<file path="config.mk">
export PLATFORM = sky130hd
export DESIGN_NAME = system_unit
export DESIGN_NICKNAME = d
export VERILOG_FILES = /design/src/logic/sys_pkg.sv /design/src/logic/sys_decode.sv /design/src/logic/exec_system.sv /design/src/logic/csr_file.sv /design/src/logic/sys_writeback.sv /design/src/logic/system_unit.sv
export SDC_FILE = /design/constraint.sdc
export NUM_CORES = 1
export LEC_CHECK = 0
export BUFFER_PORTS_ARGS = -buffer_cell sky130_fd_sc_hd__buf_2
export CORE_ASPECT_RATIO = 1.1
export CORE_MARGIN = 2
export CORE_UTILIZATION = 35
export DETAILED_ROUTE_END_ITERATION = 10
export GPL_TIMING_DRIVEN = 0
export PLACE_DENSITY = 0.54
export SLEW_MARGIN = 20
export SYNTH_ARGS = -nofsm -noshare
export SYNTH_HDL_FRONTEND = slang
export SYNTH_HIERARCHICAL = 1
export SYNTH_SLANG_ARGS = --single-unit
</file>
<file path="constraint.sdc">
create_clock -name clk -period 3.2 [get_ports clk]
set_input_delay 0.64 -clock clk [delete_from_list [all_inputs] [get_ports clk]]
set_output_delay 0.64 -clock clk [all_outputs]
set_load 0.005 [all_outputs]
</file>
<file path="src/logic/sys_pkg.sv">
package sys_pkg;

    localparam int unsigned XLEN_DEFAULT = 32;
    localparam int unsigned ILEN = 32;

    typedef enum logic [3:0] {
        EXC_ILLEGAL_INSTR = 4'd2,
        EXC_BREAKPOINT    = 4'd3,  // Not raised yet
        EXC_ECALL_M       = 4'd11  // Not raised yet
    } trap_cause_t;

    typedef enum logic [1:0] {
        USER       = 2'd0,
        SUPERVISOR = 2'd1,
        MACHINE    = 2'd3
    } priv_level_t;

    localparam logic [4:0] OPC_SYSTEM = 5'b11100;  // opcode[6:2]
    localparam logic [2:0] F3_PRIV = 3'd0;
    localparam logic [2:0] F3_HLS = 3'd4;

    // funct3[1:0], funct3[2] picks the immediate form
    typedef enum logic [1:0] {
        RW = 2'd1,
        RS = 2'd2,
        RC = 2'd3
    } csr_op_t;

    localparam logic [11:0] CSR_MSTATUS = 12'h300;
    localparam logic [11:0] CSR_MISA = 12'h301;
    localparam logic [11:0] CSR_MTVEC = 12'h305;
    localparam logic [11:0] CSR_MSCRATCH = 12'h340;
    localparam logic [11:0] CSR_MEPC = 12'h341;
    localparam logic [11:0] CSR_MCAUSE = 12'h342;
    localparam logic [11:0] CSR_MHARTID = 12'hF14;

    typedef struct packed {
        logic                    valid;
        logic                    is_system;
        logic [31:0]             pc;
        logic [4:0]              rd;
        logic [4:0]              rs1;
        logic [4:0]              rs2;
        logic [2:0]              funct3;
        logic [6:0]              funct7;
        logic [11:0]             imm12;
        logic [XLEN_DEFAULT-1:0] rs1_data;
    } sys_decoded_t;

    typedef struct packed {
        logic                    valid;
        logic [11:0]             addr;
        logic [2:0]              funct3;
        logic [4:0]              rd;
        logic [4:0]              uimm;
        logic [XLEN_DEFAULT-1:0] rs1_data;
    } csr_req_t;

    typedef struct packed {
        logic                    exception;
        trap_cause_t             trap_cause;
        logic [XLEN_DEFAULT-1:0] result;
    } csr_resp_t;

    typedef struct packed {
        logic                    valid;
        logic                    exception;
        trap_cause_t             trap_cause;
        logic [XLEN_DEFAULT-1:0] result;
    } sys_result_t;

    typedef struct packed {
        logic                    valid;
        logic                    rd_we;
        logic [4:0]              rd;
        logic [XLEN_DEFAULT-1:0] rd_data;
        logic                    trap;
        trap_cause_t             trap_cause;
        logic [31:0]             trap_pc;
    } sys_wb_t;

endpackage

</file>
<file path="src/logic/sys_decode.sv">
module sys_decode #(
    parameter int unsigned XLEN = sys_pkg::XLEN_DEFAULT
) (
    input  logic                     clk,
    input  logic                     rst,
    input  logic                     in_valid,
    input  logic [sys_pkg::ILEN-1:0] in_instr,
    input  logic [31:0]              in_pc,
    input  logic [XLEN-1:0]          in_rs1_data,
    output sys_pkg::sys_decoded_t    dec
);

    logic is_system;

    // Only full 32-bit encodings of the SYSTEM group
    assign is_system = (in_instr[6:2] == sys_pkg::OPC_SYSTEM) && (in_instr[1:0] == 2'b11);

    always_ff @(posedge clk) begin
        if (rst) begin
            dec.valid <= 1'b0;
        end else begin
            dec.valid <= in_valid;
        end
    end

    always_ff @(posedge clk) begin
        dec.is_system <= is_system;
        dec.pc        <= in_pc;
        dec.rd        <= in_instr[11:7];
        dec.funct3    <= in_instr[14:12];
        dec.rs1       <= in_instr[19:15];
        dec.rs2       <= in_instr[24:20];
        dec.funct7    <= in_instr[31:25];
        dec.imm12     <= in_instr[31:20];  // CSR address for Zicsr
        dec.rs1_data  <= in_rs1_data;
    end

endmodule

</file>
<file path="src/logic/exec_system.sv">
module exec_system #(
    parameter int unsigned XLEN = sys_pkg::XLEN_DEFAULT
) (
    input  logic                  clk,
    input  logic                  rst,
    input  sys_pkg::sys_decoded_t dec,
    output sys_pkg::csr_req_t     csr_req,
    input  sys_pkg::csr_resp_t    csr_resp,
    output sys_pkg::sys_result_t  res,
    output sys_pkg::sys_decoded_t dec_q
);

    logic                 exception;
    sys_pkg::trap_cause_t trap_cause;
    logic [XLEN-1:0]      result;

    assign csr_req.valid = dec.valid && dec.is_system &&
                           dec.funct3 != sys_pkg::F3_PRIV && dec.funct3 != sys_pkg::F3_HLS;
    assign csr_req.addr = dec.imm12;
    assign csr_req.funct3 = dec.funct3;
    assign csr_req.rd = dec.rd;
    assign csr_req.uimm = dec.rs1;
    assign csr_req.rs1_data = dec.rs1_data;

    always_comb begin
        exception = 1'b0;
        trap_cause = sys_pkg::EXC_ILLEGAL_INSTR;
        result = {XLEN{1'b0}};

        if (dec.funct3 == sys_pkg::F3_HLS) begin  // Hypervisor load/store
            exception = 1'b1;
        end else if (dec.funct3 != sys_pkg::F3_PRIV) begin  // Zicsr
            exception = csr_resp.exception;
            trap_cause = csr_resp.trap_cause;
            result = csr_resp.result;
        end else if (dec.rd != 5'd0) begin
            exception = 1'b1;
        end else if (dec.funct7 == 7'b0001001) begin
            // SFENCE.VMA, nothing to flush without paging
        end else if (dec.rs1 != 5'd0) begin
            exception = 1'b1;
        end else if (dec.funct7 == 7'b0001000 && dec.rs2 == 5'd5) begin
            // WFI may complete at once
        end else begin
            exception = 1'b1;  // ECALL, EBREAK, xRET and unknown encodings
        end
    end

    always_ff @(posedge clk) begin
        if (rst) begin
            res.valid <= 1'b0;
        end else begin
            res.valid <= dec.valid && dec.is_system;
        end
        res.exception  <= exception;
        res.trap_cause <= trap_cause;
        res.result     <= result;
    end

    // Keeps rd and pc in step with res
    always_ff @(posedge clk) begin
        dec_q <= dec;
        if (rst) begin
            dec_q.valid <= 1'b0;
        end
    end

endmodule

</file>
<file path="src/logic/csr_file.sv">
module csr_file #(
    parameter int unsigned XLEN    = sys_pkg::XLEN_DEFAULT,
    parameter int unsigned HART_ID = 0
) (
    input  logic               clk,
    input  logic               rst,
    input  sys_pkg::csr_req_t  req,
    output sys_pkg::csr_resp_t resp
);

    localparam logic [XLEN-1:0] MISA_VALUE = XLEN'(32'h4000_0100);  // RV32I

    logic            mie;
    logic            mpie;
    logic [XLEN-1:0] mtvec;
    logic [XLEN-1:0] mscratch;
    logic [XLEN-1:0] mepc;
    logic [XLEN-1:0] mcause;

    sys_pkg::csr_op_t op;
    logic [XLEN-1:0]  src;
    logic [XLEN-1:0]  old_value;
    logic [XLEN-1:0]  new_value;
    logic             known;
    logic             write_intent;
    logic             illegal;
    logic             write_en;

    assign op = sys_pkg::csr_op_t'(req.funct3[1:0]);
    assign src = req.funct3[2] ? {{(XLEN-5){1'b0}}, req.uimm} : req.rs1_data;
    // Set and clear with a zero rs1 field are pure reads
    assign write_intent = req.valid && (op == sys_pkg::RW || (op != 2'd0 && req.uimm != 5'd0));

    always_comb begin
        known = 1'b1;
        old_value = {XLEN{1'b0}};
        case (req.addr)
            sys_pkg::CSR_MSTATUS: begin
                old_value[12:11] = 2'b11;  // MPP fixed at machine
                old_value[7] = mpie;
                old_value[3] = mie;
            end
            sys_pkg::CSR_MISA:     old_value = MISA_VALUE;
            sys_pkg::CSR_MTVEC:    old_value = mtvec;
            sys_pkg::CSR_MSCRATCH: old_value = mscratch;
            sys_pkg::CSR_MEPC:     old_value = mepc;
            sys_pkg::CSR_MCAUSE:   old_value = mcause;
            sys_pkg::CSR_MHARTID:  old_value = XLEN'(HART_ID);
            default:               known = 1'b0;
        endcase
    end

    always_comb begin
        case (op)
            sys_pkg::RW: new_value = src;
            sys_pkg::RS: new_value = old_value | src;
            sys_pkg::RC: new_value = old_value & ~src;
            default:     new_value = old_value;
        endcase
    end

    assign illegal = req.valid && (!known || (write_intent &&
                     (req.addr == sys_pkg::CSR_MISA || req.addr == sys_pkg::CSR_MHARTID)));
    assign write_en = write_intent && !illegal;

    assign resp.exception = illegal;
    assign resp.trap_cause = sys_pkg::EXC_ILLEGAL_INSTR;
    assign resp.result = old_value;

    always_ff @(posedge clk) begin
        if (rst) begin
            mie      <= 1'b0;
            mpie     <= 1'b0;
            mtvec    <= {XLEN{1'b0}};
            mscratch <= {XLEN{1'b0}};
            mepc     <= {XLEN{1'b0}};
            mcause   <= {XLEN{1'b0}};
        end else if (write_en) begin
            case (req.addr)
                sys_pkg::CSR_MSTATUS: begin
                    mie  <= new_value[3];
                    mpie <= new_value[7];
                end
                sys_pkg::CSR_MTVEC:    mtvec <= {new_value[XLEN-1:2], 1'b0, new_value[0]};
                sys_pkg::CSR_MSCRATCH: mscratch <= new_value;
                sys_pkg::CSR_MEPC:     mepc <= {new_value[XLEN-1:2], 2'b00};
                sys_pkg::CSR_MCAUSE:   mcause <= new_value;
                default: ;  // Read-only or unknown, never reached with write_en
            endcase
        end
    end

endmodule

</file>
<file path="src/logic/sys_writeback.sv">
module sys_writeback #(
    parameter int unsigned XLEN = sys_pkg::XLEN_DEFAULT
) (
    input  logic                  clk,
    input  logic                  rst,
    input  sys_pkg::sys_result_t  res,
    input  sys_pkg::sys_decoded_t dec_q,
    output sys_pkg::sys_wb_t      wb
);

    logic rd_we;

    assign rd_we = res.valid && !res.exception && dec_q.rd != 5'd0;

    always_ff @(posedge clk) begin
        if (rst) begin
            wb.valid <= 1'b0;
            wb.rd_we <= 1'b0;
            wb.trap  <= 1'b0;
        end else begin
            wb.valid <= res.valid;
            wb.rd_we <= rd_we;
            wb.trap  <= res.valid && res.exception;
        end
        wb.rd         <= dec_q.rd;
        wb.rd_data    <= rd_we ? res.result : {XLEN{1'b0}};
        wb.trap_cause <= res.trap_cause;
        wb.trap_pc    <= dec_q.pc;  // Faulting instruction address
    end

endmodule

</file>
<file path="src/logic/system_unit.sv">
module system_unit #(
    parameter int unsigned XLEN    = sys_pkg::XLEN_DEFAULT,
    parameter int unsigned HART_ID = 0
) (
    input  logic                     clk,
    input  logic                     rst,
    input  logic                     in_valid,
    input  logic [sys_pkg::ILEN-1:0] in_instr,
    input  logic [31:0]              in_pc,
    input  logic [XLEN-1:0]          in_rs1_data,
    output sys_pkg::sys_wb_t         wb
);

    sys_pkg::sys_decoded_t dec;
    sys_pkg::sys_decoded_t dec_q;
    sys_pkg::csr_req_t     csr_req;
    sys_pkg::csr_resp_t    csr_resp;
    sys_pkg::sys_result_t  res;

    sys_decode #(.XLEN(XLEN)) sys_decode_inst (
        .clk(clk), .rst(rst), .in_valid(in_valid), .in_instr(in_instr),
        .in_pc(in_pc), .in_rs1_data(in_rs1_data), .dec(dec)
    );

    exec_system #(.XLEN(XLEN)) exec_system_inst (
        .clk(clk), .rst(rst), .dec(dec), .csr_req(csr_req),
        .csr_resp(csr_resp), .res(res), .dec_q(dec_q)
    );

    csr_file #(.XLEN(XLEN), .HART_ID(HART_ID)) csr_file_inst (
        .clk(clk), .rst(rst), .req(csr_req), .resp(csr_resp)
    );

    sys_writeback #(.XLEN(XLEN)) sys_writeback_inst (
        .clk(clk), .rst(rst), .res(res), .dec_q(dec_q), .wb(wb)
    );

endmodule

</file>
==> flow_metrics.tcl <==
set metrics [dict create \
    preCtsSetupSlack_ns 0.0584 \
    first_global_vias 11100 \
    final_util_pct 43.0 \
    ir_drop_mv 0.574 \
    dieHeight_um 212 \
    tightest_slew_ns 1.11 \
    critPathSlowestCell "clkbuf_1" \
    num_rows 76 \
    finalWirelength_um 44300 \
    internal_power_mw 7.97 \
    cap_violations 0 \
    top_level_ports 175 \
    syn_to_final_growth_pct 21.6 \
    fmax_mhz 323 \
    overflow 0 \
    vias_per_cell 5.26 \
    p_total_mw 10.2 \
    combPwrFrac_pct 5.0 \
    layout-drive-gt1-share_pct 23.6 \
    htreeDepth 2 \
    critPathMaxFanout 10 \
    syn_avg_cell_area_um2 9.91 \
    crit_path_cell_trace "buf_4, clkbuf_1, nor4b_2, clkbuf_1, a22oi_1, o32ai_1, a31oi_1, a211oi_1" \
    tns_ns 0 \
    clk_pin_slew_ns 0.06 \
    outcome "finished clean" \
    setup_ws_ns 0.104 \
    postRouteAntennaNets 0 \
    track_usage_pct 21.2 \
    die-area_um2 41000 \
    drv_slew 0 \
    p_leak_nw 6.70 \
    insertion_delay_ns 0.56 \
    power.share.sequential_pct 46.3 \
    synth_cells 1393 \
    post_dp_cell_area_um2 15300 \
    p_switching_mw 2.27 \
    p_clk_share_pct 48.6 \
    grt_pass1_wl_um 66200 \
    power.density_nw_per_um2 611 \
    ctsHoldBuffers 0 \
    max-slew-margin-rel_pct 25.2 \
    finalHoldViolCount 0 \
    crit_type "reg -> reg" \
    initial_core_util_pct 35.4 \
    nets 1711 \
    max-clock-path-buffers 3 \
    cts_made_buffers 41 \
    drtIter0Drc 835 \
    swShare_pct 22.2 \
    drc_errors 0 \
    end_kind "flip-flop" \
    fillers 3849 \
    coreArea_um2 39000 \
    grt_max_degree 15 \
    port_buffers 174 \
    clock_skew_ns 0.0216 \
    rsz0062_at_grt "no" \
    hpwl_um 30800 \
    die_w_um 193 \
    clock_sinks 369 \
    cts_tree "yes" \
    dr.pass1.iters 7 \
    yosys_warnings 6 \
    min_period_ns 3.10 \
    via_count 11300 \
    root_buffer "clkbuf_16" \
    n_antenna_cell 0 \
    cp-start-kind "flip-flop" \
    fin_crit_sh_pct 96.7 \
    worstPathRequired_ns 3.66 \
    finalWeightedCongestion 0.921 \
    antenna_found_initial 3 \
    finalSetupViolCount 0 \
    hold_class "in -> reg" \
    fin_area_um2 16800 \
    crit_top_cell "clkbuf_1" \
    crit_arrival_ns 3.56 \
    cp_slowest_stage_delay_ns 0.66 \
    syn_area_um2 13800 \
    detail_route.wl_per_cell_um 20.6 \
]
==> what timing repair did <==
| item | 4_1_cts | 5_1_grt |
|---|---|---|
| setup buffers | 0 | 0 |
| setup endpoints to repair | 0 | 50 |
| endpoints found under the hold margin | 0 | 0 |
| resized for setup | 0 | 8 |
==> worst paths after layout <==
path | from | to | slack, ns | cells past startpoint
worst min-delay path | in_rs1_data[9] | sys_decode_inst/dec[9] | 0.18 | 1
worst max register to register | sys_decode_inst/dec[34] | csr_file_inst/mtvec[14] | 0.10 | 8
worst max-delay path | sys_decode_inst/dec[34] | csr_file_inst/mtvec[14] | 0.10 | 8
worst min register to register | sys_decode_inst/dec[75] | exec_system_inst/dec_q[75] | 0.32 | 0
==> sequential cells by signal, summed over array words and instances, names as in the netlist <==
name,cells
sys_decode_inst/dec,91
sys_writeback_inst/wb,76
exec_system_inst/res,38
exec_system_inst/dec_q,37
csr_file_inst/mcause,32
csr_file_inst/mscratch,32
csr_file_inst/mtvec,31
csr_file_inst/mepc,30
csr_file_inst/mie,1
csr_file_inst/mpie,1
==> critical path, delay by kind of cell (launching register included) <==
kind | cells | cell delay (ns)
compound gates | 4 | 0.99
buf+inv | 3 | 1.10
flops | 1 | 0.31
simple gates | 1 | 0.60
==> layer usage <==
metal / track usage (%) / part of all wire (%) / vias to the layer above
li1: - / - / 5346
met1: 26.9 / 43 / 5350
met2: 34.3 / 45 / 506
met3: 4.05 / 7.5 / 112
met4: 11.0 / 4.5 / 0
met5: 0 / 0 / -
==> layout make-up <==
class | instances | area [um^2] | share of cell area [%]
Sequential cell | 369 | 7390 | 44.0
Clock buffer | 61 | 1220 | 7.29
Clock inverter | 15 | 233 | 1.39
Multi-Input combinational cell | 774 | 5110 | 30.5
Buffer | 177 | 1040 | 6.20
Tap cell | 507 | 634 | 3.78
Inverter | 75 | 282 | 1.68
Timing Repair Buffer | 174 | 871 | 5.19
==> layout by cell type, fill, tap and decap left out, types with 54 or more instances in the layout <==
master and instances:
o31a_1 69, o21a_1 54, buf_2 198, a211oi_1 59, dfxtp_1 369, buf_4 74
nand2_1 69, inv_1 74, clkbuf_1 68, o21ai_0 70
==> power groups by stage <==
stage	clock (mW)	sequential [mW]	combinational, mW
final	4.98	4.75	0.516
after global routing	5.30	4.76	0.551
after CTS	5.14	4.75	0.509
after detailed placement	0	4.85	0.507
after global placement	0	4.85	0.504
after floorplan	0	4.84	0.278
==> through the flow <==
stage	hold WS [ns]	instances
after floorplan	0.310	1395
after global placement	0.310	2076
after detailed placement	0.312	2076
after CTS	0.139	2152
after global routing	0.151	2152
final	0.176	2152
Note: power is estimated with default switching activity, not from simulation.
